$ cat config.mk
export PLATFORM = sky130hd
export DESIGN_NAME = sa_index_counter
export DESIGN_NICKNAME = d
export VERILOG_FILES = /design/src/sa_pkg.sv /design/src/sa_index_counter.sv
export SDC_FILE = /design/constraint.sdc
export NUM_CORES = 1
export LEC_CHECK = 0
export BUFFER_PORTS_ARGS = -buffer_cell sky130_fd_sc_hd__clkbuf_2
export CORE_UTILIZATION = 45
export DETAILED_ROUTE_END_ITERATION = 8
export PLACE_DENSITY = 0.76
export RECOVER_POWER = 50
export SETUP_SLACK_MARGIN = 0.2
export SLEW_MARGIN = 40
export SYNTH_ARGS = -nofsm -noshare
export SYNTH_HDL_FRONTEND = slang
export SYNTH_SLANG_ARGS = --single-unit
$ cat constraint.sdc
create_clock -name clk -period 1.55 [get_ports clk]
set_input_delay 0.155 -clock clk [delete_from_list [all_inputs] [get_ports clk]]
set_output_delay 0.155 -clock clk [all_outputs]
set_load 0.02 [all_outputs]
$ cat src/sa_pkg.sv
/*
 * Shared definitions for the single-head attention engine:
 * geometry and width constants, FSM states, the step index union,
 * the registered input sample and the dot-product operand vectors
 */
`default_nettype none

package sa_pkg;

    // Geometry
    localparam int DIM   = 8;
    localparam int DIM_W = 3;
    localparam int T_W   = 4;

    // Element widths
    localparam int DATA_W  = 8;
    localparam int PROJ_W  = 19;
    localparam int SCORE_W = 41;
    localparam int ACC_W   = 64;

    localparam int SCORE_DIV = 3;

    typedef enum logic [1:0] {
        ST_IDLE,
        ST_LOAD,
        ST_SCORE,
        ST_OUT
    } sa_state_e;

    typedef struct packed {
        logic [1:0]       phase;
        logic [DIM_W-1:0] row;
        logic [DIM_W-1:0] col;
    } sa_idx_s;

    // Linear count in load and output, phase/row/col for addressing
    typedef union packed {
        logic [2*DIM_W+1:0] raw;
        sa_idx_s            pos;
    } sa_index_u;

    typedef struct packed {
        logic signed [DATA_W-1:0] data;
        logic signed [DATA_W-1:0] w_q;
        logic signed [DATA_W-1:0] w_k;
        logic signed [DATA_W-1:0] w_v;
    } sa_in_s;

    typedef logic [DIM-1:0][SCORE_W-1:0] sa_opa_t;
    typedef logic [DIM-1:0][PROJ_W-1:0]  sa_opb_t;

endpackage

`default_nettype wire
$ cat src/sa_index_counter.sv
/*
 * Step counter for the attention engine: linear count in load and
 * output, bounded row/column walk in score, end flags per state
 */
`default_nettype none

module sa_index_counter (
    input  logic                   clk,
    input  logic                   rst_n,
    input  sa_pkg::sa_state_e      state,
    input  logic [sa_pkg::T_W-1:0] t,
    output sa_pkg::sa_index_u      idx,
    output sa_pkg::sa_index_u      idx_d1,
    output logic                   load_last,
    output logic                   score_last,
    output logic                   out_last
);

    logic [sa_pkg::T_W-1:0] t_dec;
    logic                   col_end;
    logic                   row_end;
    sa_pkg::sa_index_u      idx_next;

    assign t_dec   = t - 1'b1;
    assign col_end = {1'b0, idx.pos.col} == t_dec;
    assign row_end = {1'b0, idx.pos.row} == t_dec;

    always_comb begin
        idx_next = idx;
        case (state)
            sa_pkg::ST_LOAD, sa_pkg::ST_OUT: begin
                idx_next.raw = idx.raw + 1'b1;
            end
            sa_pkg::ST_SCORE: begin
                // Non-zero phase means the T x T walk is done
                if (idx.pos.phase != 2'd0) begin
                    idx_next.raw = '0;
                end else if (!col_end) begin
                    idx_next.pos.col = idx.pos.col + 1'b1;
                end else begin
                    idx_next.pos.col = '0;
                    if (row_end) begin
                        idx_next.pos.row   = '0;
                        idx_next.pos.phase = idx.pos.phase + 1'b1;
                    end else begin
                        idx_next.pos.row = idx.pos.row + 1'b1;
                    end
                end
            end
            default: begin
                idx_next.raw = '0;
            end
        endcase
    end

    always_ff @(posedge clk or negedge rst_n) begin
        if (!rst_n) begin
            idx    <= '0;
            idx_d1 <= '0;
        end else begin
            idx    <= idx_next;
            idx_d1 <= idx;
        end
    end

    assign load_last  = (state == sa_pkg::ST_LOAD) && (idx.raw == '1);
    assign score_last = (state == sa_pkg::ST_SCORE) && (idx.pos.phase == 2'd1) &&
                        (idx.pos.row == '0) && (idx.pos.col == '0);
    assign out_last   = (state == sa_pkg::ST_OUT) && row_end && (idx.pos.col == '1);

endmodule

`default_nettype wire

# Word level (Yosys, flattened, before mapping)
# Cells that the tools add are included.
# W data, S select, Z words.
[totals]
elab_cells = 36
out_inout_bits = 19
in_bits = 8
register_bits = 16
[classes]
n_eq_ne = 10
n_mux = 6
n_reduce_logical = 11
add_sub_neg = 5
[ops]
columns = ["op", "count"]
rows = [
  ["$pmux W8 S2", 1],
  ["$add A8 B1 Y8 const B", 1],
  ["$eq A3 B4 Y1", 2],
  ["$eq A8 B8 Y1 const B", 1],
  ["$mux W8", 1],
  ["$add A3 B1 Y3 const B", 2],
  ["$logic_and A1 B1 Y1", 6],
  ["$logic_not A3 Y1", 2],
  ["$mux W3", 2],
  ["$ne A3 B3 Y1 const B", 2],
  ["$mux W5", 1],
  ["$eq A2 B1 Y1 const B", 2],
  ["$eq A2 B2 Y1 const B", 2],
  ["$sub A4 B1 Y4 const B", 1],
  ["$eq A3 B3 Y1 const B", 1],
  ["$add A2 B1 Y2 const B", 1],
  ["$mux W2", 1],
  ["$reduce_and A2 Y1", 1],
  ["$reduce_bool A2 Y1", 1],
  ["$reduce_or A2 Y1", 1],
]

# Longest topological paths before layout
# Gate-level depths: netlist of run 1.
[depth]
depth_word = 6
depth_mapped = 7
ltp_nobuf = 7

# Worst setup path after synthesis of run 1
# No wires, ideal clock.
[synth_path]
path_kind = "flip-flop to output port"
start = "register idx[7] in the netlist's numbering"
end = "output score_last"
path_buffers = 0
required_time_ns = 1.395
path_stages_with_launch = 5
path_slack_ns = -0.161
t_arrival_ns = 1.556
path_cell_list = "dfrtp_1 -> inv_1 -> ha_1 -> nand3_1 -> nor4b_1"
[synth_via]
elab_chain_cells = 4
[synth_lines]
columns = ["item", "line_no", "source"]
rows = [
  ["start: declaration", "sa_index_counter.sv:12", "output sa_pkg::sa_index_u idx,"],
  ["start signal: assignment", "sa_index_counter.sv:61", "idx <= idx_next;"],
  ["$eq A2 B1 Y1", "sa_index_counter.sv:67", "assign score_last = (state == sa_pkg::ST_SCORE) && (idx.pos.phase == 2'd1) &&"],
  ["$logic_and A1 B1 Y1 (2 in series)", "sa_index_counter.sv:67", ""],
  ["$logic_and A1 B1 Y1", "sa_index_counter.sv:68", "(idx.pos.row == '0) && (idx.pos.col == '0);"],
  ["end: declaration", "sa_index_counter.sv:15", "output logic score_last,"],
]
# No other way between the ends.

# Worst setup path in the final report of run 1
[layout_path]
start = "register idx[2] in the netlist's numbering"
end = "register idx[5] in the netlist's numbering"
[layout_via]
elab_chain_cells = 2
word_cells_on_any_way = 4
cone_classes = "1 x add/sub; 2 x eq/ne; 1 x mux"
[layout_lines]
columns = ["item", "line_no"]
rows = [
  ["$add A8 B1 Y8 or $eq A3 B4 Y1 (tied branches)", "sa_index_counter.sv:32, sa_index_counter.sv:25"],
  ["$pmux W8 S2 or $ne A3 B3 Y1 (tied branches)", "-"],
]
# Parallel ways exist; a longest one is shown, timed or not.
# A chain may end at the register's enable or synchronous reset.

==> metrics, run 1 <==
Yosys warning total 0; Worst-Skew Late Latency 290 ps; dominant cells by area after synthesis dfrtp_1 41%, ha_1 13%, xnor2_1 3.6%; I/O pin total 27; CTS tree built; CTS Root Cell clkbuf_4; critical path endpoint category flip-flop; final-report setup violation count 7; H-tree level count 1; Post-DP HPWL 1.74 mm; Initial Util 48.6%; WP data required 1740 ps; Compound-Gate Fraction of Synth Area 15.9%; dpl cells 156; reg2reg start idx[2]$_DFF_PN0_; GRT Total Usage 25.7%; Hold Crit Class input port to flip-flop; Yosys top cell area share 41.1%; width of the chip 48.5 um; layout cell share with drive strength beyond 1 52.9%; sequential fraction of design power 37.8%; final count of hold timing violations 0; combinational fraction of design power 41.8%; pin count of the biggest net entering global routing 17; drt pass-1 iters 4; number of port buffers 26; Pwr Density 929 nW/um2; ANT nets after route 0; Final min period 1680 ps; Clock Skew 5.93 ps; Reg2Reg Setup Slack -130 ps; Mean Syn Cell Area 10.6 um2; fin cells 167; crit-path max FO 5; syn_nets 110; Rel. slew slack 43.6%; max cap viols 0; Worst setup SP type flip-flop; RSZ-0062 raised after global routing true; Post-DP Area 1260 um2; vias in the first global route 900; ANT cells 0; Seq/Total Area, Yosys 41.1%; final hold slack 292 ps; Crit path arrival time 1860 ps; leak pwr 0.717 nW; r2r endpoint idx[5]$_DFFE_PN0P_; multiplexer share of the synthesized area 1.03%; routability cong. 0.887; critical path, cell by cell xor2_2 > and3b_1 > o211a_4 > o221a_1 > o22a_1; hold_sp state[0]; first-pass GRT wire length 4.49 mm; Util after Layout 74.1%; cell area after layout 1480 um2; Post-Route WL 2.69 mm; routed length per instance 16.1 um; Final Cycle Share 108%; Yosys top cell by area dfrtp_1; worst slew pin tran 846 ps; fmax 596 MHz; switch share 37.2%; synth unique cells 33; synthesized-area fraction occupied by adder cells 12.9%; CTS buffer count 3; synthesized instance count 92; Final nets 159; total congestion overflow 0; Die Span Y 48.5 um; VDD IR max 684 uV; internal power 0.000865 W; Simple-Gate Fraction of Synth Area 16.7%; clock sinks 16; drt drc 0; Max Root-Sink Buffers 2; area delta synth->final 52.3%; Core Area 2000 um2; Vias 914; FP Rows 16; main combinational cell family by area after synthesis simple AND/OR/NAND/NOR gates; Reg clk slew, reported paths 100 ps; xor and xnor fraction of the mapped netlist area 8.74%; synthesis-stage register bit count 16; max incr delay on CP 440 ps; Hold Path Sink idx[7]$_DFFE_PN0P_; Hold Path Cell Cnt 4; slowest stage cell on the critical path dfrtp_2; Clock Power Share 20.4%; DR vias/cell 5.47; worst slack at placement -236 ps; First DRT Iteration DRCs 34; Final Max Tran Viols 0; failing checks negative setup slack; setup ws final -128 ps; CP Class flip-flop to flip-flop; mapped cell area 973 um2; sw power 0.000513 W; cells on worst reg2reg path 5; die area 2350 um2; run status finished with violations; initial antenna violation count 0
logic make-up after synthesis:
| family | after synthesis |
|---|---|
| AO/OA/AOI/OAI | 22 |
| XOR/XNOR | 8 |
| adder cells (fa/ha/maj) | 10 |
| buffers and inverters | 9 |
| flip-flops | 16 |
| multiplexers | 1 |
| AND/OR/NAND/NOR | 26 |
cells in the final DEF, fill, tap and decap left out, types with 2 or more instances in the layout:
cell and instances:
nor2_4 3, ha_4 3, nor4b_4 2, o21a_1 4, dfrtp_1 11, nor3b_1 2, o21ai_1 3, xor2_1 2
clkbuf_2 22, nand3_1 2, inv_1 5, clkbuf_4 3, buf_4 19, nor3_1 2, nand2_1 3, a31oi_1 2
a21oi_1 3, inv_2 3, dfrtp_2 5, xnor2_1 4, o2bb2ai_1 2, ha_1 7
final cells by class:
class | instances | area (um2)
inverter | 8 | 30.0
timing repair buffer | 45 | 293
multi-input combinational | 67 | 683
tap | 27 | 33.8
sequential | 16 | 407
fill | 133 | 519
clock buffer | 4 | 36.3
layer usage:
| layer | up-vias | GRT usage [%] | wire length (um) |
|---|---|---|---|
| met3 | 11 | 3.77 | 200 |
| met1 | 426 | 34.4 | 1070 |
| met2 | 50 | 42.0 | 1350 |
| li1 | 427 | - | - |
| met5 | - | 0 | 0 |
| met4 | 0 | 9.80 | 78 |
power by group through the flow:
stage	Clock, W	Sequential (W)	Combinational, W
after global placement	0	0.000531	0.000422
after floorplan	0	0.000613	0.000173
after global routing	0.000301	0.000527	0.000614
after CTS	0.000277	0.000520	0.000526
after detailed placement	0	0.000532	0.000437
final	0.000281	0.000520	0.000577
per-stage QoR:
step,setup TNS (ps),power [W]
final,-546,0.00138
after detailed placement,-1270,0.000970
after floorplan,-27.5,0.000786
after CTS,-719,0.00132
after global routing,-947,0.00144
after global placement,-877,0.000953
synthesized netlist by cell type:
library cell and number:
nand2_1 5, nor2_1 4, nor3b_1 2, o2bb2ai_1 2, nand2b_1 1, and4b_1 1, o21a_1 4, xor3_1 1
dfrtp_1 16, o211a_1 1, xor2_1 3, a21oi_2 1, and3b_1 1, nor4b_1 1, nand3_1 4, o21ai_0 5
ha_1 10, a211oi_1 1, inv_1 8, nor4b_2 1, nor3_1 2, nor3_4 1, a21oi_1 3, o22a_1 1
mux2i_1 1, and3_1 1, buf_2 1, nand4_1 1, a31oi_1 2, xnor2_1 4, o2111ai_1 1, nor2b_1 1
o221a_1 1
worst max path at each step:
stage	start	to	slack, ps	cells past startpoint
floorplan	idx[2]$_DFF_PN0_	idx[5]$_DFFE_PN0P_	-30	5
global placement	t[0]	idx[5]$_DFFE_PN0P_	-170	8
detailed placement	t[0]	idx[5]$_DFFE_PN0P_	-240	8
CTS	idx[1]$_DFF_PN0_	score_last	-150	5
global route	idx[3]$_DFFE_PN0P_	score_last	-150	5
finish	idx[2]$_DFF_PN0_	idx[5]$_DFFE_PN0P_	-130	5
flip-flops by register name (all words and copies together) (netlist names):
signal	cells
idx	8
idx_d1	8
worst max-delay path: cells and delay by family, from the launching register on:
kind	cells	cell delay, ps
AO/OA/AOI/OAI	3	730
flip-flops	1	440
AND/OR/NAND/NOR	1	220
XOR/XNOR	1	170
timing repair:
action | 4_1_cts | 5_1_grt
endpoints found under the setup margin | 11 | 11
buffers inserted | 6 | 0
pin swaps | 3 | 4
hold buffers | 1 | 0
gates resized for setup | 20 | 15
hold endpoints to repair | 16 | 0
Note: power is estimated with default switching activity, not from simulation.
==> run 2, diff against run 1 <==
--- a/config.mk
+++ b/config.mk
@@ -6,9 +6,9 @@
 export NUM_CORES = 1
 export LEC_CHECK = 0
 export BUFFER_PORTS_ARGS = -buffer_cell sky130_fd_sc_hd__clkbuf_2
-export CORE_UTILIZATION = 45
+export CORE_UTILIZATION = 35
 export DETAILED_ROUTE_END_ITERATION = 8
-export PLACE_DENSITY = 0.76
+export PLACE_DENSITY = 0.62
 export RECOVER_POWER = 50
 export SETUP_SLACK_MARGIN = 0.2
 export SLEW_MARGIN = 40
==> metrics, run 2 (synthesized netlist as in run 1, its figures left out) <==
run status finished with violations; failing checks negative setup slack; Final min period 1660 ps (-22.4 ps); Worst-Skew Late Latency 290 ps (about the same); first-pass GRT wire length 4.00 mm (-11%); Die Span Y 54.7 um (+13%); Sequential Area 407 um2 (unchanged); final count of hold timing violations 0 (unchanged); drt drc 0 (unchanged); First DRT Iteration DRCs 17 (-50%); Hold Crit Class input port to flip-flop; reg2reg start idx[2]$_DFF_PN0_; commonest non-fill, non-tap cell in the layout clkbuf_2; GRT Total Usage 19.6% (-6.1 points); routability cong. 0.813 (-8.3%); leak pwr 0.727 nW (+1.3%); cell area after layout 1530 um2 (+3.1%); Post-Route WL 2.65 mm (-1.4%); setup TNS -376 ps (+170 ps); Rel. slew slack 40.3% (-3.3 points); fmax 604 MHz (+1.4%); Worst Setup EP idx[5]$_DFFE_PN0P_; H-tree level count 1 (unchanged); CTS buffer count 3 (unchanged); area delta synth->final 57.1%; Pwr Density 905 nW/um2 (-2.6%); cells on worst reg2reg path 5 (unchanged); initial antenna violation count 0 (unchanged); most frequent cells in the layout 22 x clkbuf_2, 20 x buf_4, 11 x dfrtp_1; width of the chip 54.7 um (+13%); Max Root-Sink Buffers 2 (unchanged); Reg clk slew, reported paths 100 ps (about the same); Crit path arrival time 1830 ps (-30 ps); worst slack at placement -241 ps (-4.83 ps); Reg2Reg Setup Slack -110 ps (+20 ps); Post-DP HPWL 1.82 mm (+4.4%); Vias 916 (+0.22%); worst slew pin tran 895 ps (+49.0 ps); pin count of the biggest net entering global routing 17 (unchanged); drt pass-1 iters 4 (unchanged); ANT nets after route 0 (unchanged); total congestion overflow 0 (unchanged); r2r endpoint idx[5]$_DFFE_PN0P_; Core Area 2540 um2 (+27%); CTS Root Cell clkbuf_4; DR vias/cell 5.23 (-4.4%); number of port buffers 26 (unchanged); routed length per instance 15.2 um (-5.9%); area occupied by multi-input gates 687 um2 (+0.55%); Final nets 164 (+3.1%); largest registers idx (8), idx_d1 (8); FP Rows 18 (+2); clock sinks 16 (unchanged); Clock Skew 5.19 ps (-0.740 ps); ANT cells 0 (unchanged); CP Launch Point idx[2]$_DFF_PN0_; Worst setup SP type flip-flop; vias in the first global route 830 (-7.8%); crit-path max FO 5 (unchanged); Final Max Tran Viols 0 (unchanged); max cap viols 0 (unchanged); post-route total power 0.00138 W (+0.44%); Initial Util 38.2% (-10 points); setup ws final -106 ps (+22.4 ps); Final Cycle Share 107% (-1.4 points); I/O pin total 27 (unchanged); WP data required 1730 ps (about the same); critical path endpoint category flip-flop; final hold slack 264 ps (-27.7 ps); CTS tree built; layout cell share with drive strength beyond 1 55.2% (+2.3 points); final-report setup violation count 4 (-3); CP Class flip-flop to flip-flop; VDD IR max 805 uV (+18%); fillcell total 217 (+63%); RSZ-0062 raised after global routing true; die area 3000 um2 (+27%); Post-DP Area 1270 um2 (+0.89%)
## run 2: cell type report
cell class,instances,area share (%)
multi-input combinational,67,44.9
sequential,16,26.6
timing repair buffer,50,21.7
tap,30,2.45
clock buffer,4,2.37
inverter,8,1.96
## run 2: worst min-delay path by stage
stage                     endpoint  slack, ps  cells past startpoint     start
2_1_floorplan     idx[0]$_DFF_PN0_       -140                      0     rst_n
3_3_place_gp    idx[4]$_DFFE_PN0P_        100                      1     rst_n
3_5_place_dp   idx_d1[7]$_DFF_PN0_        110                      1     rst_n
4_1_cts         idx[6]$_DFFE_PN0P_        260                      4  state[0]
5_1_grt         idx[7]$_DFFE_PN0P_        290                      4  state[0]
6_report        idx[6]$_DFFE_PN0P_        260                      4  state[0]
## run 2: report_power, final
part / internal [W] / switching (W) / leakage (nW)
sequential: 0.000475 / 0.0000411 / 0.204
combinational: 0.000255 / 0.000333 / 0.501
clock: 0.000143 / 0.000136 / 0.0210
total: 0.000874 / 0.000510 / 0.727
## run 2: repair_timing
item                                    4_1_cts  5_1_grt
pin swaps                                     3        4
hold buffers                                  1        0
endpoints found under the hold margin        16        0
gates resized for setup                      11       23
endpoints found under the setup margin       11       11
buffers inserted                              6        4
## run 2: metal layers
layer	GRT usage, %	up-vias	wire length [um]	part of all wire (%)
met1	25.1	439	1200	45
met3	5.00	6	117	4.4
met5	0	-	0	0
met4	5.56	0	29	1.1
li1	-	438	-	-
met2	32.1	33	1300	49
## run 2: stage by stage
step                cells  util, %
floorplan              92        -
global placement      160     49.9
detailed placement    160     49.9
CTS                   171     55.4
global route          175     60.1
finish                175     60.1
## run 2: worst max-delay path, stage by stage (launching register included)
cell     delay, ps
dfrtp_2        430
xor2_2         160
and3b_2        240
o211a_4        270
o221a_1        260
o22a_1         180
==> run 3, diff against run 2 <==
--- a/config.mk
+++ b/config.mk
@@ -5,9 +5,11 @@
 export SDC_FILE = /design/constraint.sdc
 export NUM_CORES = 1
 export LEC_CHECK = 0
+export ABC_AREA = 1
 export BUFFER_PORTS_ARGS = -buffer_cell sky130_fd_sc_hd__clkbuf_2
 export CORE_UTILIZATION = 35
 export DETAILED_ROUTE_END_ITERATION = 8
+export HOLD_SLACK_MARGIN = 0.08
 export PLACE_DENSITY = 0.62
 export RECOVER_POWER = 50
 export SETUP_SLACK_MARGIN = 0.2
==> metrics, run 3 <==
run status finished with violations; failing checks design-rule violations, negative setup slack; cell area after layout 1530 um2 (-0.25%); syn_nets 161 (+46%); fmax 638 MHz (+5.6%); Util after Layout 54.4% (-5.7 points); CP Class flip-flop to output pin; most frequent cells in the layout 40 x nand2_1, 21 x clkbuf_2, 16 x nand3_1; Worst-Skew Late Latency 280 ps (about the same); Rel. slew slack 74.8% (+34 points); die area 3210 um2 (+7.3%); Pwr Density 1470 nW/um2 (+62%); Max Root-Sink Buffers 2 (unchanged); leak pwr 0.814 nW (+12%); Worst setup SP type flip-flop; FP Rows 19 (+1); max cap viols 0 (unchanged); vias in the first global route 1015 (+22%); Post-Route WL 2.63 mm (-0.90%); Core Area 2810 um2 (+10%); routability cong. 0.785 (-3.4%); mapped cell area 1050 um2 (+7.6%); Top FF cell, synth dfrtp_1; ANT cells 0 (unchanged); top cells by count, synth 48 x nand2_1, 19 x nand3_1, 16 x dfrtp_1, 16 x inv_1, 12 x nor2_1; total congestion overflow 0 (unchanged); final count of hold timing violations 0 (unchanged); clock sinks 16 (unchanged); Final nets 204 (+24%); pin count of the biggest net entering global routing 17 (unchanged); largest registers idx (8), idx_d1 (8); post-route total power 0.00224 W (+62%); routed length per instance 12.2 um (-20%); critical path endpoint category output pin; Yosys top cell by area dfrtp_1; drt pass-1 iters 6 (+2); number of port buffers 26 (unchanged); switch share 44.4% (+7.6 points); worst slew pin tran 379 ps (-517 ps); WP data required 1390 ps (-340 ps); width of the chip 56.7 um (+3.6%); Yosys warning total 0 (unchanged); synth unique cells 21 (-36%); CTS Root Cell clkbuf_4; Final Max Tran Viols 0 (unchanged); Post-DP Area 1250 um2 (-1.6%); initial antenna violation count 0 (unchanged); Hold Crit Class input port to flip-flop; area delta synth->final 45.6%; Vias 1068 (+17%); GRT Total Usage 18.3% (-1.3 points); critical path, cell by cell ha_4 > nand3_4 > nor2_4 > nand2_2 > nor3_4 > clkbuf_8; sw power 0.000994 W (+95%); slowest stage cell on the critical path dfrtp_2; synthesis-stage register bit count 16 (unchanged); Post-DP HPWL 1.82 mm (about the same); drt drc 2 (+2); setup ws final -17.7 ps (+88.1 ps); Crit path arrival time 1410 ps (-420 ps); internal power 0.00124 W (+42%); first-pass GRT wire length 4.49 mm (+12%); First DRT Iteration DRCs 27 (+10); final-report setup violation count 1 (-3); ANT nets after route 0 (unchanged); setup TNS -17.7 ps (+358 ps); Die Span Y 56.7 um (+3.6%); DR vias/cell 4.94 (-5.5%); Seq/Total Area, Yosys 38.2% (-2.9 points); combinational fraction of design power 55.9% (+13 points); Initial Util 37.3% (-0.92 points); Final Cycle Share 101% (-5.7 points); Clock Power Share 11.9% (-8.3 points); EDFF count, synth 0 (unchanged); fraction of registers with async set/reset 100% (unchanged); layout cell share with drive strength beyond 1 48.1% (-7.1 points); commonest non-fill, non-tap cell in the layout nand2_1; CTS tree built; VDD IR max 1340 uV (+66%); Clock Skew 5.50 ps (+0.314 ps); sequential fraction of design power 32.3% (-5.0 points); I/O pin total 27 (unchanged); count leader, synth nand2_1; Reg clk slew, reported paths 90 ps (about the same); crit-path max FO 2 (-3); CTS buffer count 3 (unchanged); max incr delay on CP 410 ps (-20 ps); RSZ-0062 raised after global routing true; Final min period 1570 ps (-88.1 ps); Mean Syn Cell Area 7.32 um2 (-31%); synthesized instance count 143 (+55%); Yosys top cell area share 38.2% (-2.9 points); dominant cells by area after synthesis dfrtp_1 38%, nand2_1 17%, ha_1 12%; H-tree level count 1 (unchanged)
[run 3: cell count changes after synthesis, sizes merged, moves of 4 or more]
cell / previous run / this run
o21a: 4 / 0
nand2: 5 / 50
inv: 8 / 20
nor2: 4 / 14
nand3: 4 / 20
xnor2: 4 / 0
[run 3: metrics by stage]
step | hold slack, ps | instances | worst slack (ps)
detailed placement | 92.3 | 200 | 63.7
global route | 260 | 216 | -108
finish | 252 | 216 | -17.7
CTS | 234 | 215 | -34.2
global placement | 88.6 | 200 | 94.6
floorplan | -141 | 143 | 181
[run 3: critical path: cells and delay by family, from the launching register on]
kind,cells,cell delay [ps]
fa+ha+maj,1,160
flops,1,410
simple gates,4,390
buf+inv,1,160
[run 3: path summary, 6_finish.rpt]
path	start	to	slack, ps	cells after the start
max	idx[0]$_DFF_PN0_	load_last	-20	6
min	state[0]	idx[2]$_DFF_PN0_	250	3
max reg2reg	idx[3]$_DFFE_PN0P_	idx[7]$_DFFE_PN0P_	90	8
min reg2reg	idx[2]$_DFF_PN0_	idx_d1[2]$_DFF_PN0_	520	0
max in group asynchronous	rst_n	idx[4]$_DFFE_PN0P_	940	2
min in group asynchronous	rst_n	idx_d1[5]$_DFF_PN0_	310	2
[run 3: what timing repair did]
action                                  in CTS  in global routing
endpoints found under the setup margin      11                 13
resized for setup                           34                 16
endpoints found under the hold margin       16                  0
setup buffers                               10                  1
pin swaps                                   16                  4
hold buffers                                 1                  0
[run 3: routing by layer]
metal | GRT usage, % | vias to the layer above | wire length, um
met3 | 5.76 | 4 | 120
met4 | 2.14 | 0 | 22
met5 | 0 | - | 0
met1 | 23.1 | 501 | 1170
met2 | 31.3 | 33 | 1310
li1 | - | 530 | -
[run 3: cells by family (layout without fill, tap and decap cells)]
group,count (synthesis),after routing,synth area share (%)
adders and majority gates,10,10,11.9
and+or+nand+nor,86,86,36.0
AOI/OAI and AO/OA,7,7,3.34
xor gates and xnor gates,1,1,0.836
buffers and inverters,23,65,9.68
DFF,16,16,38.2
[run 3: power groups by stage]
stage                     clock network (W)  registers [W]  logic [W]
after floorplan                           0       0.000887   0.000442
after global placement                    0       0.000725   0.000904
after detailed placement                  0       0.000734   0.000912
after CTS                          0.000274       0.000719    0.00120
after global routing               0.000289       0.000743    0.00139
final                              0.000265       0.000722    0.00125
[run 3: layout make-up]
| type | count | area, um2 |
|---|---|---|
| fill | 266 | 1280 |
| tap | 31 | 38.8 |
| clock buffer | 4 | 36.3 |
| inverter | 20 | 82.6 |
| timing repair buffer | 41 | 300 |
| sequential | 16 | 410 |
| multi-input combinational | 104 | 657 |
